$ cat src/cpu_pkg.sv
package cpu_pkg;

    typedef logic [7:0]  byte_t;
    typedef logic [15:0] addr_t;
    typedef logic [3:0]  flags_t; // N V Z C

    localparam int FLAG_N = 3;
    localparam int FLAG_V = 2;
    localparam int FLAG_Z = 1;
    localparam int FLAG_C = 0;

    localparam flags_t MASK_NZ   = 4'b1010;
    localparam flags_t MASK_NZC  = 4'b1011;
    localparam flags_t MASK_NVZC = 4'b1111;

    localparam addr_t RESET_PC = 16'h0000;

    typedef enum logic [3:0] {
        ALU_PASS, ALU_ADC, ALU_SBC, ALU_AND,
        ALU_ORA,  ALU_EOR, ALU_CMP, ALU_ASL,
        ALU_LSR,  ALU_ROL, ALU_ROR, ALU_INC,
        ALU_DEC,  ALU_SEC, ALU_CLC, ALU_CLV
    } alu_op_t;

    typedef enum logic [1:0] {
        REG_A,
        REG_X,
        REG_Y
    } reg_sel_t;

    typedef enum logic [1:0] {
        S_FETCH,
        S_OPERAND,
        S_EXECUTE
    } state_t;

    localparam byte_t OP_LDA_IMM = 8'hA9;
    localparam byte_t OP_LDX_IMM = 8'hA2;
    localparam byte_t OP_LDY_IMM = 8'hA0;
    localparam byte_t OP_ADC_IMM = 8'h69;
    localparam byte_t OP_SBC_IMM = 8'hE9;
    localparam byte_t OP_AND_IMM = 8'h29;
    localparam byte_t OP_ORA_IMM = 8'h09;
    localparam byte_t OP_EOR_IMM = 8'h49;
    localparam byte_t OP_CMP_IMM = 8'hC9;
    localparam byte_t OP_CPX_IMM = 8'hE0;
    localparam byte_t OP_CPY_IMM = 8'hC0;
    localparam byte_t OP_ASL_A   = 8'h0A;
    localparam byte_t OP_LSR_A   = 8'h4A;
    localparam byte_t OP_ROL_A   = 8'h2A;
    localparam byte_t OP_ROR_A   = 8'h6A;
    localparam byte_t OP_TAX     = 8'hAA;
    localparam byte_t OP_TAY     = 8'hA8;
    localparam byte_t OP_TXA     = 8'h8A;
    localparam byte_t OP_TYA     = 8'h98;
    localparam byte_t OP_INX     = 8'hE8;
    localparam byte_t OP_INY     = 8'hC8;
    localparam byte_t OP_DEX     = 8'hCA;
    localparam byte_t OP_DEY     = 8'h88;
    localparam byte_t OP_SEC     = 8'h38;
    localparam byte_t OP_CLC     = 8'h18;
    localparam byte_t OP_CLV     = 8'hB8;
    localparam byte_t OP_NOP     = 8'hEA;
    localparam byte_t OP_BCS     = 8'hB0;
    localparam byte_t OP_BCC     = 8'h90;
    localparam byte_t OP_BEQ     = 8'hF0;
    localparam byte_t OP_BNE     = 8'hD0;
    localparam byte_t OP_BPL     = 8'h10;
    localparam byte_t OP_BMI     = 8'h30;

endpackage

$ cat src/ctrl_if.sv
interface ctrl_if;
    import cpu_pkg::*;

    alu_op_t  alu_op;
    reg_sel_t src_sel;
    logic     use_operand; // Second ALU input is the immediate
    byte_t    operand;
    logic     reg_we;
    reg_sel_t dst_sel;
    flags_t   flag_we;

    modport decoder (
        output alu_op, src_sel, use_operand, operand,
        output reg_we, dst_sel, flag_we
    );

    modport datapath (
        input alu_op, src_sel, use_operand, operand,
        input reg_we, dst_sel, flag_we
    );

endinterface

$ cat src/instruction_decode.sv
module instruction_decode (
    input  logic            clk,
    input  logic            rst_n,
    input  cpu_pkg::byte_t  instruction,
    input  cpu_pkg::flags_t flags,
    ctrl_if.decoder         ctrl,
    output logic            pc_inc,
    output logic            pc_branch,
    output logic            instr_done
);
    import cpu_pkg::*;

    state_t state;
    state_t next_state;
    byte_t  opcode;
    byte_t  operand;

    // Immediates and branches carry a second byte
    function automatic logic has_operand(byte_t op);
        case (op)
            OP_LDA_IMM, OP_LDX_IMM, OP_LDY_IMM,
            OP_ADC_IMM, OP_SBC_IMM, OP_AND_IMM, OP_ORA_IMM, OP_EOR_IMM,
            OP_CMP_IMM, OP_CPX_IMM, OP_CPY_IMM,
            OP_BCS, OP_BCC, OP_BEQ, OP_BNE, OP_BPL, OP_BMI: return 1'b1;
            default: return 1'b0;
        endcase
    endfunction

    always_comb begin
        case (state)
            S_FETCH:   next_state = has_operand(instruction) ? S_OPERAND : S_EXECUTE;
            S_OPERAND: next_state = S_EXECUTE;
            default:   next_state = S_FETCH;
        endcase
    end

    always_ff @(posedge clk or negedge rst_n) begin
        if (!rst_n) begin
            state      <= S_FETCH;
            instr_done <= 1'b0;
        end else begin
            state      <= next_state;
            instr_done <= (state == S_EXECUTE); // Retire pulse
        end
    end

    always_ff @(posedge clk) begin
        if (state == S_FETCH)
            opcode <= instruction;
        if (state == S_OPERAND)
            operand <= instruction;
    end

    assign pc_inc       = (state != S_EXECUTE);
    assign ctrl.operand = operand;

    always_comb begin
        ctrl.alu_op      = ALU_PASS;
        ctrl.src_sel     = REG_A;
        ctrl.use_operand = 1'b0;
        ctrl.reg_we      = 1'b0;
        ctrl.dst_sel     = REG_A;
        ctrl.flag_we     = '0;
        pc_branch        = 1'b0;
        if (state == S_EXECUTE) begin
            case (opcode)
                OP_LDA_IMM, OP_LDX_IMM, OP_LDY_IMM: begin
                    ctrl.use_operand = 1'b1;
                    ctrl.reg_we      = 1'b1;
                    ctrl.dst_sel     = (opcode == OP_LDA_IMM) ? REG_A :
                                       (opcode == OP_LDX_IMM) ? REG_X : REG_Y;
                    ctrl.flag_we     = MASK_NZ;
                end
                OP_ADC_IMM, OP_SBC_IMM: begin
                    ctrl.alu_op      = (opcode == OP_ADC_IMM) ? ALU_ADC : ALU_SBC;
                    ctrl.use_operand = 1'b1;
                    ctrl.reg_we      = 1'b1;
                    ctrl.flag_we     = MASK_NVZC;
                end
                OP_AND_IMM, OP_ORA_IMM, OP_EOR_IMM: begin
                    ctrl.alu_op      = (opcode == OP_AND_IMM) ? ALU_AND :
                                       (opcode == OP_ORA_IMM) ? ALU_ORA : ALU_EOR;
                    ctrl.use_operand = 1'b1;
                    ctrl.reg_we      = 1'b1;
                    ctrl.flag_we     = MASK_NZ;
                end
                OP_CMP_IMM, OP_CPX_IMM, OP_CPY_IMM: begin
                    ctrl.alu_op      = ALU_CMP;
                    ctrl.src_sel     = (opcode == OP_CMP_IMM) ? REG_A :
                                       (opcode == OP_CPX_IMM) ? REG_X : REG_Y;
                    ctrl.use_operand = 1'b1;
                    ctrl.flag_we     = MASK_NZC;
                end
                OP_ASL_A, OP_LSR_A, OP_ROL_A, OP_ROR_A: begin
                    ctrl.alu_op  = (opcode == OP_ASL_A) ? ALU_ASL :
                                   (opcode == OP_LSR_A) ? ALU_LSR :
                                   (opcode == OP_ROL_A) ? ALU_ROL : ALU_ROR;
                    ctrl.reg_we  = 1'b1;
                    ctrl.flag_we = MASK_NZC;
                end
                OP_TAX, OP_TAY: begin
                    ctrl.reg_we  = 1'b1; // Flags left alone
                    ctrl.dst_sel = (opcode == OP_TAX) ? REG_X : REG_Y;
                end
                OP_TXA, OP_TYA: begin
                    ctrl.src_sel = (opcode == OP_TXA) ? REG_X : REG_Y;
                    ctrl.reg_we  = 1'b1;
                end
                OP_INX, OP_INY, OP_DEX, OP_DEY: begin
                    ctrl.alu_op  = (opcode == OP_INX || opcode == OP_INY) ? ALU_INC : ALU_DEC;
                    ctrl.src_sel = (opcode == OP_INX || opcode == OP_DEX) ? REG_X : REG_Y;
                    ctrl.dst_sel = ctrl.src_sel;
                    ctrl.reg_we  = 1'b1;
                    ctrl.flag_we = MASK_NZ;
                end
                OP_SEC, OP_CLC: begin
                    ctrl.alu_op          = (opcode == OP_SEC) ? ALU_SEC : ALU_CLC;
                    ctrl.flag_we[FLAG_C] = 1'b1;
                end
                OP_CLV: begin
                    ctrl.alu_op          = ALU_CLV;
                    ctrl.flag_we[FLAG_V] = 1'b1;
                end
                OP_BCS: pc_branch = flags[FLAG_C];
                OP_BCC: pc_branch = ~flags[FLAG_C];
                OP_BEQ: pc_branch = flags[FLAG_Z];
                OP_BNE: pc_branch = ~flags[FLAG_Z];
                OP_BPL: pc_branch = ~flags[FLAG_N];
                OP_BMI: pc_branch = flags[FLAG_N];
                default: ; // NOP and unknown opcodes
            endcase
        end
    end

endmodule

$ cat src/alu.sv
module alu (
    ctrl_if.datapath        ctrl,
    input  cpu_pkg::byte_t  a_value,
    input  cpu_pkg::byte_t  src_value,
    input  cpu_pkg::flags_t flags,
    output cpu_pkg::byte_t  result,
    output cpu_pkg::flags_t next_flags
);
    import cpu_pkg::*;

    byte_t      b;
    byte_t      addend;
    logic [8:0] sum;
    logic [8:0] diff;
    logic       carry;
    logic       ovf;

    always_comb begin
        b      = ctrl.use_operand ? ctrl.operand : src_value;
        addend = (ctrl.alu_op == ALU_SBC) ? ~b : b;
        sum    = {1'b0, a_value} + {1'b0, addend} + {8'd0, flags[FLAG_C]};
        diff   = {1'b0, src_value} - {1'b0, ctrl.operand}; // Bit 8 is the borrow
        result = b;
        carry  = flags[FLAG_C];
        ovf    = flags[FLAG_V];
        case (ctrl.alu_op)
            ALU_ADC, ALU_SBC: begin
                result = sum[7:0];
                carry  = sum[8];
                ovf    = (a_value[7] == addend[7]) && (sum[7] != a_value[7]);
            end
            ALU_AND: result = a_value & b;
            ALU_ORA: result = a_value | b;
            ALU_EOR: result = a_value ^ b;
            ALU_CMP: begin
                result = diff[7:0];
                carry  = ~diff[8];
            end
            ALU_ASL: begin
                result = {a_value[6:0], 1'b0};
                carry  = a_value[7];
            end
            ALU_LSR: begin
                result = {1'b0, a_value[7:1]};
                carry  = a_value[0];
            end
            ALU_ROL: begin
                result = {a_value[6:0], flags[FLAG_C]};
                carry  = a_value[7];
            end
            ALU_ROR: begin
                result = {flags[FLAG_C], a_value[7:1]};
                carry  = a_value[0];
            end
            ALU_INC: result = b + 8'd1;
            ALU_DEC: result = b - 8'd1;
            ALU_SEC: carry  = 1'b1;
            ALU_CLC: carry  = 1'b0;
            ALU_CLV: ovf    = 1'b0;
            default: result = b; // Pass
        endcase
        next_flags[FLAG_N] = result[7];
        next_flags[FLAG_V] = ovf;
        next_flags[FLAG_Z] = (result == 8'd0);
        next_flags[FLAG_C] = carry;
    end

endmodule

$ cat src/register_file.sv
module register_file (
    input  logic           clk,
    input  logic           rst_n,
    ctrl_if.datapath       ctrl,
    input  cpu_pkg::byte_t result,
    output cpu_pkg::byte_t a_value,
    output cpu_pkg::byte_t src_value,
    output cpu_pkg::byte_t reg_a,
    output cpu_pkg::byte_t reg_x,
    output cpu_pkg::byte_t reg_y
);
    import cpu_pkg::*;

    always_ff @(posedge clk or negedge rst_n) begin
        if (!rst_n) begin
            reg_a <= '0;
            reg_x <= '0;
            reg_y <= '0;
        end else if (ctrl.reg_we) begin
            case (ctrl.dst_sel)
                REG_A:   reg_a <= result;
                REG_X:   reg_x <= result;
                default: reg_y <= result;
            endcase
        end
    end

    assign a_value = reg_a; // Fixed first ALU input

    always_comb begin
        case (ctrl.src_sel)
            REG_A:   src_value = reg_a;
            REG_X:   src_value = reg_x;
            default: src_value = reg_y;
        endcase
    end

endmodule

$ cat src/status_register.sv
module status_register (
    input  logic            clk,
    input  logic            rst_n,
    ctrl_if.datapath        ctrl,
    input  cpu_pkg::flags_t next_flags,
    output cpu_pkg::flags_t flags
);

    // Only the bits selected by flag_we take the new value
    always_ff @(posedge clk or negedge rst_n) begin
        if (!rst_n)
            flags <= '0;
        else
            flags <= (flags & ~ctrl.flag_we) | (next_flags & ctrl.flag_we);
    end

endmodule

$ cat src/program_counter.sv
module program_counter (
    input  logic           clk,
    input  logic           rst_n,
    input  logic           pc_inc,
    input  logic           pc_branch,
    input  cpu_pkg::byte_t offset,
    output cpu_pkg::addr_t pc
);
    import cpu_pkg::*;

    addr_t offset_ext;

    assign offset_ext = {{8{offset[7]}}, offset}; // Signed displacement

    always_ff @(posedge clk or negedge rst_n) begin
        if (!rst_n)
            pc <= RESET_PC;
        else if (pc_branch)
            pc <= pc + offset_ext;
        else if (pc_inc)
            pc <= pc + 16'd1;
    end

endmodule

$ cat src/cpu_core.sv
module cpu_core (
    input  logic            clk,
    input  logic            rst_n,
    input  cpu_pkg::byte_t  instruction,
    output cpu_pkg::addr_t  pc,
    output logic            instr_done,
    output cpu_pkg::byte_t  reg_a,
    output cpu_pkg::byte_t  reg_x,
    output cpu_pkg::byte_t  reg_y,
    output cpu_pkg::flags_t flags
);
    import cpu_pkg::*;

    byte_t  a_value;
    byte_t  src_value;
    byte_t  result;
    flags_t next_flags;
    logic   pc_inc;
    logic   pc_branch;

    ctrl_if ctrl_bus ();

    instruction_decode u_decode (
        .clk         (clk),
        .rst_n       (rst_n),
        .instruction (instruction),
        .flags       (flags),
        .ctrl        (ctrl_bus.decoder),
        .pc_inc      (pc_inc),
        .pc_branch   (pc_branch),
        .instr_done  (instr_done)
    );

    alu u_alu (
        .ctrl       (ctrl_bus.datapath),
        .a_value    (a_value),
        .src_value  (src_value),
        .flags      (flags),
        .result     (result),
        .next_flags (next_flags)
    );

    register_file u_regs (
        .clk       (clk),
        .rst_n     (rst_n),
        .ctrl      (ctrl_bus.datapath),
        .result    (result),
        .a_value   (a_value),
        .src_value (src_value),
        .reg_a     (reg_a),
        .reg_x     (reg_x),
        .reg_y     (reg_y)
    );

    status_register u_status (
        .clk        (clk),
        .rst_n      (rst_n),
        .ctrl       (ctrl_bus.datapath),
        .next_flags (next_flags),
        .flags      (flags)
    );

    program_counter u_pc (
        .clk       (clk),
        .rst_n     (rst_n),
        .pc_inc    (pc_inc),
        .pc_branch (pc_branch),
        .offset    (ctrl_bus.operand), // Branch displacement
        .pc        (pc)
    );

endmodule

$ cat config.mk
export PLATFORM = sky130hd
export DESIGN_NAME = cpu_core
export DESIGN_NICKNAME = d
export VERILOG_FILES = /design/src/cpu_pkg.sv /design/src/ctrl_if.sv /design/src/instruction_decode.sv /design/src/alu.sv /design/src/register_file.sv /design/src/status_register.sv /design/src/program_counter.sv /design/src/cpu_core.sv
export SDC_FILE = /design/constraint.sdc
export NUM_CORES = 1
export LEC_CHECK = 0
export BUFFER_PORTS_ARGS = -buffer_cell sky130_fd_sc_hd__buf_2
export CAP_MARGIN = 0
export CORE_UTILIZATION = 57
export DETAILED_ROUTE_END_ITERATION = 10
export PLACE_DENSITY = 0.79
export SLEW_MARGIN = 10
export SYNTH_ARGS = -nofsm -noshare
export SYNTH_HDL_FRONTEND = slang
export SYNTH_SLANG_ARGS = --single-unit
export TNS_END_PERCENT = 1
$ cat constraint.sdc
create_clock -name clk -period 10.73 [get_ports clk]
set_input_delay 0.5365 -clock clk [delete_from_list [all_inputs] [get_ports clk]]
set_output_delay 0.5365 -clock clk [all_outputs]
set_load 0.05 [all_outputs]
# ---- Word-level counts from Yosys, hierarchy flattened
# Index checks and enable logic that the tools add are counted.
dict set report op_classes {
  addsub 7
  eq_ne 71
  muxes 43
  bitwise_logic 13
  reduce_logical 30
}
# cell n
set ops {}
lappend ops {{8-bit == test (second input constant)} 31}
lappend ops {{8-bit case mux with 11 select lines} 1}
lappend ops {{8-bit by 6-bit == test with 1-bit output (second input constant)} 6}
lappend ops {{8-bit by 7-bit == test with 1-bit output (second input constant)} 6}
lappend ops {{4-bit == test (second input constant)} 8}
lappend ops {{16-bit two-way mux} 2}
lappend ops {{4-bit case mux with 7 select lines} 1}
lappend ops {{2-bit two-way mux} 13}
lappend ops {{8-bit by 4-bit == test with 1-bit output (second input constant)} 3}
lappend ops {{8-bit by 5-bit == test with 1-bit output (second input constant)} 3}
lappend ops {{11-bit OR reduction} 2}
lappend ops {{4-bit two-way mux} 5}
lappend ops {{20-bit OR reduction} 1}
lappend ops {{19-bit OR reduction} 1}
lappend ops {{17-bit OR reduction} 1}
lappend ops {{16-bit by 1-bit adder with 16-bit output (second input constant)} 1}
lappend ops {{16-bit adder} 1}
lappend ops {{4-bit by 3-bit == test with 1-bit output (second input constant)} 4}
lappend ops {{8-bit two-way mux} 2}
lappend ops {{8-bit case mux with 2 select lines} 1}
lappend ops {{2-bit OR reduction} 8}
lappend ops {{1-bit case mux with 6 select lines} 2}
lappend ops {{2-bit case mux with 3 select lines} 2}
lappend ops {{3-bit OR reduction} 4}
lappend ops {{other kinds (31)} 55}
dict set report word_totals {
  ff_bits 63
  elab_cells 173
}

# ---- Depth between registers and ports, before layout
# Gate-level depths: netlist of the first run.
dict set report depth {
  ltp_word 17
  depth_mapped 24
  depth_no_buf 21
}

# ---- Cells and area by module
# From an unflattened synthesis of the first run, not the netlist that was laid out.
dict set report hier_totals {
  cells_unflattened 725
  area_unflattened_um2 6266.0
}
# module n_inst cells_per_inst area_each_um2 seq_area_each_um2
set by_module_without_submodules {}
lappend by_module_without_submodules {alu 1 363 2533.7 0.0}
lappend by_module_without_submodules {instruction_decode 1 151 1338.8 555.5}
lappend by_module_without_submodules {register_file 1 85 1123.6 600.6}
lappend by_module_without_submodules {program_counter 1 118 1109.8 400.4}
lappend by_module_without_submodules {status_register 1 8 160.2 100.1}

# ---- Least setup slack after synthesis of the first run
# OpenSTA, ideal clock, no wires.
dict set report synth_path {
  path_type {register -> register}
  startpoint {register u_decode.opcode[4]}
  endpoint {register with a tool-made name}
  setup_time_ns 0.101
  arrival_ns 4.680
  path_slack_ns 5.950
  stages_incl_launch_ff 21
  synth_period_minus_slack_ns 4.780
  path_cell_list {edfxtp_1 -> buf_6 -> or4b_1 -> a211o_1 -> buf_6 -> a31oi_1 -> inv_1 -> o21ai_0 -> xnor2_1 -> fa_1 -> nand2_1 -> nand2_1 -> a21oi_1 -> nor2b_1 -> o21a_1 -> nor3_1 -> nor2_1 -> a221oi_1 -> a22oi_1 -> or4_1 -> o32ai_1}
}
# element line
set synth_rtl {}
lappend synth_rtl {{start, declared} instruction_decode.sv:15} ;# byte_t opcode;
lappend synth_rtl {{start signal, assigned} instruction_decode.sv:49} ;# opcode <= instruction;

==> results of run 1 <==
## per-layer routing
metal	vias to the layer above	share of wire (%)	GRT usage [%]
li1	2512	-	-
met1	2629	43	40.66
met2	242	46	49.62
met3	43	7.5	5.263
met4	0	3.1	14.49
met5	-	0	0
## area by class of cell
| type | count | area [um^2] |
|---|---|---|
| Multi-Input combinational cell | 523 | 3956 |
| Fill cell | 806 | 3502 |
| Timing Repair Buffer | 59 | 310.3 |
| Inverter | 44 | 165.2 |
| Sequential cell | 63 | 1657 |
| Tap cell | 133 | 166.4 |
| Clock inverter | 7 | 73.82 |
| Clock buffer | 9 | 123.9 |
## flip-flops by register name (all words and copies together), names as in the netlist, named ones only
register,flops
u_decode.instr_done,1
u_regs.reg_x,8
u_decode.ctrl.operand,8
u_regs.reg_y,8
u_pc.pc,16
u_regs.a_value,8
u_decode.state,2
u_decode.opcode,8
## through the flow
step                utilization [%]  setup slack (ns)  power, mW
CTS                           64.79             4.972      1.387
global placement              62.81             5.197      1.146
detailed placement            62.81             4.968      1.173
global route                  64.82             4.469      1.474
finish                        64.82             4.860      1.397
floorplan                         -             5.950     0.9860
## synthesized netlist by cell type, drive strengths merged (6+ instances only)
cell,number
nand4,6
mux2i,7
xor2,12
nor2b,17
dfrtp,47
o21ai,29
clkbuf,6
nand2b,11
edfxtp,16
inv,44
a211oi,6
ha,52
a21o,6
or3,6
and2,7
a21oi,38
nor2,46
nor3,22
o211ai,6
nor3b,6
o22ai,16
a31oi,12
buf,21
mux2,29
nand3,16
nand2,46
xnor2,28
## power groups by stage
stage               Clock, mW  Combinational (mW)  Sequential (mW)
finish                  0.212               0.783            0.403
global route            0.223               0.840            0.411
CTS                     0.213               0.774            0.400
detailed placement          0               0.769            0.404
global placement            0               0.746            0.400
floorplan                   0               0.443            0.543
## final timing paths
path | from | end | slack, ns
max in group asynchronous | rst_n | u_regs.a_value[5] | 10.10
min | rst_n | u_regs.a_value[0] | 0.21
min reg2reg | u_pc.pc[15] | u_pc.pc[15] | 0.47
max | u_decode.opcode[7] | register | 4.86
max reg2reg | u_decode.opcode[7] | register | 4.86
min in group clk | instruction[1] | u_decode.ctrl.operand[1] | 0.40
## cell families after synthesis
kind of cell	after synthesis
AO/OA/AOI/OAI	174
XOR/XNOR	40
buffers and inverters	71
adder cells (fa/ha/maj)	57
flip-flops	63
AND/OR/NAND/NOR	216
multiplexers	36
==> flow_results.xml, run 1 <==
<?xml version="1.0" encoding="UTF-8"?>
<metrics>
  <group name="status">
    <metric name="outcome" unit="">finished, final reports clean</metric>
  </group>
  <group name="synthesis">
    <metric name="count_of_flip_flops_with_a_built_in_enable_after_synthesis" unit="">16</metric>
    <metric name="main_combinational_cell_family_by_area_after_synthesis" unit="">compound AO/OA/AOI/OAI gates</metric>
    <metric name="synth_top_cells_by_area" unit="">sky130_fd_sc_hd__dfrtp_1 (20%), sky130_fd_sc_hd__ha_1 (11%), sky130_fd_sc_hd__edfxtp_1 (8.1%)</metric>
    <metric name="synthesis.instances" unit="">657</metric>
    <metric name="synth.distinct_cells" unit="">90</metric>
    <metric name="synth_compound_gate_area_share" unit="%">21.02</metric>
    <metric name="yosysWarningCount" unit="">0</metric>
    <metric name="post-synth-top-area-cell" unit="">sky130_fd_sc_hd__dfrtp_1</metric>
    <metric name="syn_nets" unit="">724</metric>
    <metric name="post_synthesis_sequential_area_ratio" unit="%">27.78</metric>
    <metric name="ys_dominant_reg_cell" unit="">sky130_fd_sc_hd__dfrtp_1</metric>
    <metric name="synthesis.area_per_instance" unit="um^2">9.076</metric>
    <metric name="postSynthRegisterBits" unit="">63</metric>
    <metric name="synthSimpleGateAreaFrac" unit="%">19.89</metric>
    <metric name="ys_async_sr_fraction" unit="%">74.60</metric>
    <metric name="synth_area" unit="mm^2">0.005963</metric>
    <metric name="post-synth-top-area-fraction" unit="%">19.72</metric>
    <metric name="synth-adder-area-share" unit="%">12.59</metric>
    <metric name="yosys-mux-area-fraction" unit="%">6.651</metric>
    <metric name="synthXorXnorAreaFrac" unit="%">6.190</metric>
  </group>
  <group name="clock_tree">
    <metric name="clk_transition_reported_paths" unit="ns">0.09</metric>
    <metric name="cts_tree" unit="">yes</metric>
    <metric name="cts_hold_buffers" unit="">0</metric>
    <metric name="cts_max_path_buffers" unit="">2</metric>
    <metric name="clock-sinks" unit="">63</metric>
    <metric name="postCtsResizedCells" unit="">0</metric>
    <metric name="post_cts.repair.setup_buffers" unit="">0</metric>
    <metric name="clock_tree.htree_level_count" unit="">3</metric>
    <metric name="cts_inserted_buffers" unit="">9</metric>
    <metric name="clk_latency" unit="ns">0.36</metric>
    <metric name="cts.root.buffer_cell" unit="">sky130_fd_sc_hd__clkbuf_8</metric>
  </group>
  <group name="placed_design">
    <metric name="numPortBuffers" unit="">54</metric>
    <metric name="placed_cells" unit="">822</metric>
    <metric name="post_dp_cell_area" unit="mm^2">0.006252</metric>
    <metric name="gpl.final_weighted_congestion" unit="">0.9738</metric>
    <metric name="total_half_perimeter_wirelength_after_legalization_and_detailed_placement" unit="mm">12.58</metric>
  </group>
  <group name="detailed_routing">
    <metric name="dr.first_iter.drc_count" unit="">440</metric>
    <metric name="drc" unit="">0</metric>
    <metric name="iteration_count_of_the_initial_detailed_routing_pass" unit="">5</metric>
    <metric name="ant_nets" unit="">0</metric>
    <metric name="wl_per_cell" unit="um">19.82</metric>
    <metric name="drt_wl_total" unit="mm">16.61</metric>
    <metric name="routed_vias_inst" unit="">6.475</metric>
    <metric name="num_vias" unit="">5426</metric>
  </group>
  <group name="floorplanning">
    <metric name="placementRows" unit="">36</metric>
    <metric name="start_util" unit="%">59.90</metric>
    <metric name="i_o_pin_total" unit="">55</metric>
    <metric name="core_area" unit="mm^2">0.009955</metric>
    <metric name="overall_die_area" unit="mm^2">0.01087</metric>
    <metric name="chipWidth" unit="um">104.3</metric>
    <metric name="die_height" unit="um">104.3</metric>
  </group>
  <group name="timing">
    <metric name="setup_total_negative_slack" unit="ns">0</metric>
    <metric name="grt_setup_unrepaired" unit="">false</metric>
    <metric name="final-setup-viol-count" unit="">0</metric>
    <metric name="maxSlewViolCount" unit="">0</metric>
    <metric name="hold_violations" unit="">0</metric>
    <metric name="timing.final.crit_share" unit="%">54.71</metric>
    <metric name="relSlewSlack" unit="%">32.25</metric>
    <metric name="min_period" unit="ns">5.870</metric>
    <metric name="slew_at_the_pin_with_the_worst_max_slew_slack" unit="ns">1.006</metric>
    <metric name="maxClockFrequency" unit="MHz">170.4</metric>
    <metric name="final.hold.worst_slack" unit="ns">0.2058</metric>
    <metric name="worst_clock_skew" unit="ns">0.01504</metric>
  </group>
  <group name="critical_path">
    <metric name="timing.critical_path.from_type" unit="">register</metric>
    <metric name="timing.critical_path.to_type" unit="">register</metric>
    <metric name="worst_ep_arrival_time" unit="ns">6.12</metric>
    <metric name="cell_family_contributing_the_most_delay_on_the_critical_path" unit="">compound AO/OA/AOI/OAI gates</metric>
    <metric name="worst-r2r-cell-count" unit="">18</metric>
    <metric name="critical-path-slowest-cell" unit="">sky130_fd_sc_hd__edfxtp_1</metric>
    <metric name="cp_peak_stage_delay" unit="ns">0.79</metric>
    <metric name="cp_required" unit="ns">10.98</metric>
    <metric name="critical_path_buf_inv_count" unit="">1</metric>
    <metric name="critical_path_class" unit="">register to register</metric>
    <metric name="cell_with_the_most_instances_on_the_worst_path" unit="">sky130_fd_sc_hd__nand2_1</metric>
    <metric name="cp_cell_sequence" unit="">or4b_1 &gt; a211o_1 &gt; a31oi_1 &gt; inv_1 &gt; o21ai_0 &gt; xnor2_1 &gt; fa_1 &gt; nand2_1 &gt; nand2_1 &gt; a21oi_1 &gt; nor2b_1 &gt; o21a_1 &gt; nor3_1 &gt; nor2_1 &gt; a221oi_1 &gt; a22oi_1 &gt; or4_1 &gt; o32ai_1</metric>
    <metric name="timing.critical_path.depth" unit="">18</metric>
    <metric name="critical_path_peak_fanout" unit="">21</metric>
  </group>
  <group name="power_and_ir_drop">
    <metric name="power_density" unit="mW/mm^2">216.5</metric>
    <metric name="p_switching" unit="mW">0.7154</metric>
    <metric name="combinationalPowerShare" unit="%">56.0</metric>
    <metric name="clock_power_share" unit="%">15.1</metric>
    <metric name="p_sw_share" unit="%">51.20</metric>
    <metric name="total_leakage_power" unit="nW">2.882</metric>
    <metric name="p_seq_share" unit="%">28.8</metric>
    <metric name="vdd_ir_drop_max" unit="mV">0.1793</metric>
    <metric name="internal_power_contribution" unit="mW">0.6818</metric>
  </group>
  <group name="flow_run">
    <metric name="max_cap_viol_count" unit="">0</metric>
  </group>
  <group name="min_path">
    <metric name="hold_path_class" unit="">input pin to asynchronous set/reset pin</metric>
  </group>
  <group name="global_routing">
    <metric name="grt_start_max_net_pins" unit="">48</metric>
    <metric name="grt_pass1_wl" unit="mm">26.88</metric>
    <metric name="groute.usage.overall" unit="%">30.97</metric>
    <metric name="grt_pass1_vias" unit="">5257</metric>
    <metric name="antenna_found_initial" unit="">0</metric>
    <metric name="grt_remaining_overflow" unit="">0</metric>
  </group>
  <group name="finish">
    <metric name="stdcell_area" unit="mm^2">0.006452</metric>
    <metric name="area_growth_syn_to_layout" unit="%">8.204</metric>
    <metric name="diodes" unit="">0</metric>
    <metric name="layout.cells.non_filler" unit="">838</metric>
    <metric name="final_cell_mix" unit="">sky130_fd_sc_hd__buf_2 (53), sky130_fd_sc_hd__ha_1 (52), sky130_fd_sc_hd__dfrtp_1 (47)</metric>
    <metric name="most_common_library_cell_in_the_layout_ignoring_fill_and_taps" unit="">sky130_fd_sc_hd__buf_2</metric>
    <metric name="final_layout_size_suffix_gt1_share" unit="%">18.72</metric>
    <metric name="nNetsFinal" unit="">767</metric>
  </group>
</metrics>
Note: power is estimated with default switching activity, not from simulation.
==> inputs of run 2 (changes only) <==
--- a/config.mk
+++ b/config.mk
@@ -7,9 +7,9 @@
 export LEC_CHECK = 0
 export BUFFER_PORTS_ARGS = -buffer_cell sky130_fd_sc_hd__buf_2
 export CAP_MARGIN = 0
-export CORE_UTILIZATION = 57
+export CORE_UTILIZATION = 55
 export DETAILED_ROUTE_END_ITERATION = 10
-export PLACE_DENSITY = 0.79
+export PLACE_DENSITY = 0.8
 export SLEW_MARGIN = 10
 export SYNTH_ARGS = -nofsm -noshare
 export SYNTH_HDL_FRONTEND = slang
==> constraint.sdc (replaced) <==
create_clock -name clk -period 4.8 [get_ports clk]
set_input_delay 0.24 -clock clk [delete_from_list [all_inputs] [get_ports clk]]
set_output_delay 0.24 -clock clk [all_outputs]
set_load 0.05 [all_outputs]
==> run 2 against run 1 <==
  * Wire length up 11%
  * Non-clock buffer count up 67
  * Sequential cell count unchanged
  * Clock skew up 0.0086 ns
  * Via count up 4.5%
  * Total power up 140%
  * Global-route usage up 2.3 points
  * Die area up 3.6%
  * Sequential share of layout area down 2.6 points
  * Count of clock-buffer cells in the layout unchanged
  * Hold slack worse by 0.096 ns
  * Largest cell class unchanged
  * Highest routed layer unchanged
==> flow_results.xml, run 2 (synthesis gave the netlist of run 1 again) <==
<?xml version="1.0" encoding="UTF-8"?>
<metrics>
  <group name="status">
    <metric name="outcome" unit="">finished, final reports clean</metric>
  </group>
  <group name="floorplanning">
    <metric name="i_o_pin_total" unit="">55</metric>
    <metric name="core_area" unit="mm^2">0.01042</metric>
    <metric name="chipWidth" unit="um">106.1</metric>
    <metric name="overall_die_area" unit="mm^2">0.01126</metric>
    <metric name="placementRows" unit="">37</metric>
    <metric name="die_height" unit="um">106.1</metric>
    <metric name="start_util" unit="%">57.25</metric>
  </group>
  <group name="critical_path">
    <metric name="critical_path_class" unit="">register to register</metric>
    <metric name="cp_cell_sequence" unit="">buf_4 &gt; nand4bb_1 &gt; buf_4 &gt; o31ai_1 &gt; buf_4 &gt; o21a_1 &gt; o21ai_0 &gt; nand4_1 &gt; buf_4 &gt; buf_4 &gt; buf_4 &gt; xnor2_1 &gt; ha_1 &gt; nand2_1 &gt; nand2_1 &gt; a21oi_2 &gt; nor2b_1 &gt; o21a_1 &gt; nor3_2 &gt; nor2_1 &gt; a221oi_2 &gt; a22oi_2 &gt; or4_4 &gt; o32ai_2</metric>
    <metric name="critical_path_peak_fanout" unit="">13</metric>
    <metric name="timing.critical_path.to_type" unit="">register</metric>
    <metric name="worst_ep_arrival_time" unit="ns">5.00</metric>
    <metric name="cell_with_the_most_instances_on_the_worst_path" unit="">sky130_fd_sc_hd__buf_4</metric>
    <metric name="critical_path_buf_inv_count" unit="">6</metric>
    <metric name="cp_peak_stage_delay" unit="ns">0.53</metric>
    <metric name="cell_family_contributing_the_most_delay_on_the_critical_path" unit="">compound AO/OA/AOI/OAI gates</metric>
    <metric name="critical-path-slowest-cell" unit="">sky130_fd_sc_hd__or4_4</metric>
    <metric name="timing.critical_path.from_type" unit="">register</metric>
    <metric name="cp_required" unit="ns">5.05</metric>
  </group>
  <group name="timing">
    <metric name="min_period" unit="ns">4.750</metric>
    <metric name="setup_total_negative_slack" unit="ns">0</metric>
    <metric name="maxClockFrequency" unit="MHz">210.5</metric>
    <metric name="hold_violations" unit="">0</metric>
    <metric name="timing.final.crit_share" unit="%">98.96</metric>
    <metric name="worst_clock_skew" unit="ns">0.02365</metric>
    <metric name="grt_setup_unrepaired" unit="">true</metric>
    <metric name="relSlewSlack" unit="%">39.40</metric>
    <metric name="slew_at_the_pin_with_the_worst_max_slew_slack" unit="ns">0.9068</metric>
    <metric name="maxSlewViolCount" unit="">0</metric>
    <metric name="final-setup-viol-count" unit="">0</metric>
    <metric name="layout_setup_ws" unit="ns">0.04991</metric>
  </group>
  <group name="finish">
    <metric name="final_cell_mix" unit="">sky130_fd_sc_hd__buf_4 (69), sky130_fd_sc_hd__buf_2 (53), sky130_fd_sc_hd__ha_1 (52)</metric>
    <metric name="layout.cells.non_filler" unit="">908</metric>
    <metric name="diodes" unit="">0</metric>
    <metric name="finalCoreUtilization" unit="%">68.90</metric>
    <metric name="layout.filler_cells" unit="">819</metric>
    <metric name="nNetsFinal" unit="">834</metric>
    <metric name="final_layout_size_suffix_gt1_share" unit="%">30.18</metric>
    <metric name="most_common_library_cell_in_the_layout_ignoring_fill_and_taps" unit="">sky130_fd_sc_hd__buf_4</metric>
    <metric name="max_ffs_per_register" unit="">16</metric>
    <metric name="area_growth_syn_to_layout" unit="%">20.35</metric>
    <metric name="max_flop_register" unit="">u_pc.pc</metric>
  </group>
  <group name="global_routing">
    <metric name="grt_remaining_overflow" unit="">0</metric>
    <metric name="grt_pass1_vias" unit="">5523</metric>
    <metric name="antenna_found_initial" unit="">0</metric>
    <metric name="grt_pass1_wl" unit="mm">28.71</metric>
    <metric name="groute.usage.overall" unit="%">33.31</metric>
    <metric name="grt_start_max_net_pins" unit="">48</metric>
  </group>
  <group name="power_and_ir_drop">
    <metric name="power_density" unit="mW/mm^2">462.2</metric>
    <metric name="total_leakage_power" unit="nW">3.269</metric>
    <metric name="power.total" unit="mW">3.317</metric>
    <metric name="vdd_ir_drop_max" unit="mV">0.3727</metric>
  </group>
  <group name="detailed_routing">
    <metric name="dr.first_iter.drc_count" unit="">398</metric>
    <metric name="drt_wl_total" unit="mm">18.42</metric>
    <metric name="iteration_count_of_the_initial_detailed_routing_pass" unit="">7</metric>
    <metric name="routed_vias_inst" unit="">6.247</metric>
    <metric name="num_vias" unit="">5672</metric>
    <metric name="wl_per_cell" unit="um">20.29</metric>
    <metric name="drc" unit="">0</metric>
    <metric name="ant_nets" unit="">0</metric>
  </group>
  <group name="min_path">
    <metric name="hold_path_class" unit="">input pin to register</metric>
  </group>
  <group name="flow_run">
    <metric name="max_cap_viol_count" unit="">0</metric>
  </group>
  <group name="clock_tree">
    <metric name="clk_latency" unit="ns">0.36</metric>
    <metric name="clk_transition_reported_paths" unit="ns">0.10</metric>
    <metric name="cts_inserted_buffers" unit="">9</metric>
    <metric name="clock_tree.htree_level_count" unit="">3</metric>
    <metric name="cts.root.buffer_cell" unit="">sky130_fd_sc_hd__clkbuf_8</metric>
    <metric name="clock-sinks" unit="">63</metric>
    <metric name="cts_max_path_buffers" unit="">2</metric>
    <metric name="cts_tree" unit="">yes</metric>
  </group>
  <group name="placed_design">
    <metric name="total_half_perimeter_wirelength_after_legalization_and_detailed_placement" unit="mm">13.74</metric>
    <metric name="gpl.final_weighted_congestion" unit="">0.9244</metric>
    <metric name="placed_cells" unit="">872</metric>
    <metric name="post-place-ws" unit="ns">-0.1514</metric>
    <metric name="numPortBuffers" unit="">54</metric>
  </group>
</metrics>
[run 2: cell count changes in the layout (fill, tap and decap cells not counted), sizes merged]
cell         delta
buf            +66
bufinv          -1
dlygate4sd3     +1
inv             +2
clkinvlp        -1
[run 2: cell type report]
class | instances | area, um^2 | share of cell area [%]
Multi-Input combinational cell | 523 | 4187 | 58.33
Sequential cell | 63 | 1657 | 23.08
Timing Repair Buffer | 126 | 827.0 | 11.52
Tap cell | 136 | 170.2 | 2.371
Inverter | 44 | 165.2 | 2.301
Clock buffer | 9 | 123.9 | 1.726
Clock inverter | 7 | 47.55 | 0.6625
[run 2: path summary, 6_finish.rpt]
kind | from | end | slack, ns | depth (start not counted)
setup / recovery | u_decode.opcode[7] | register | 0.05 | 24
hold / removal | instruction[1] | u_decode.opcode[1] | 0.11 | 1
setup reg to reg | u_decode.opcode[7] | register | 0.05 | 24
hold reg to reg | u_pc.pc[15] | u_pc.pc[15] | 0.48 | 1
max in group asynchronous | rst_n | u_regs.reg_y[1] | 3.90 | 2
min in group asynchronous | rst_n | u_decode.state[0] | 0.45 | 2
[run 2: power by group]
group | leakage, nW | internal [mW] | total (mW) | switching, mW
logic | 2.43 | 0.742 | 2.04 | 1.29
clock network | 0.0937 | 0.189 | 0.441 | 0.252
registers | 0.746 | 0.689 | 0.840 | 0.151
[run 2: layer usage]
layer,GRT usage [%],vias to the layer above,share of wire (%)
li1,-,2644,-
met1,43.83,2804,44
met2,55.66,185,49
met3,4.353,39,5.0
met4,12.70,0,2.9
met5,0,-,0
[run 2: per-stage QoR]
step,area (um^2),hold slack (ns)
2_1_floorplan,5963,-0.05559
4_1_cts,6907,0.1040
5_1_grt,7177,0.1109
3_5_place_dp,6609,0.4655
3_3_place_gp,6609,0.4599
6_report,7177,0.1101
[run 2: what timing repair did]
action                                 in CTS  in global routing
pin swaps                                   4                 15
gates resized for setup                    11                 38
setup endpoints to repair                   1                  6
hold buffers                                0                  1
buffers inserted                            9                 10
endpoints found under the hold margin       0                 47
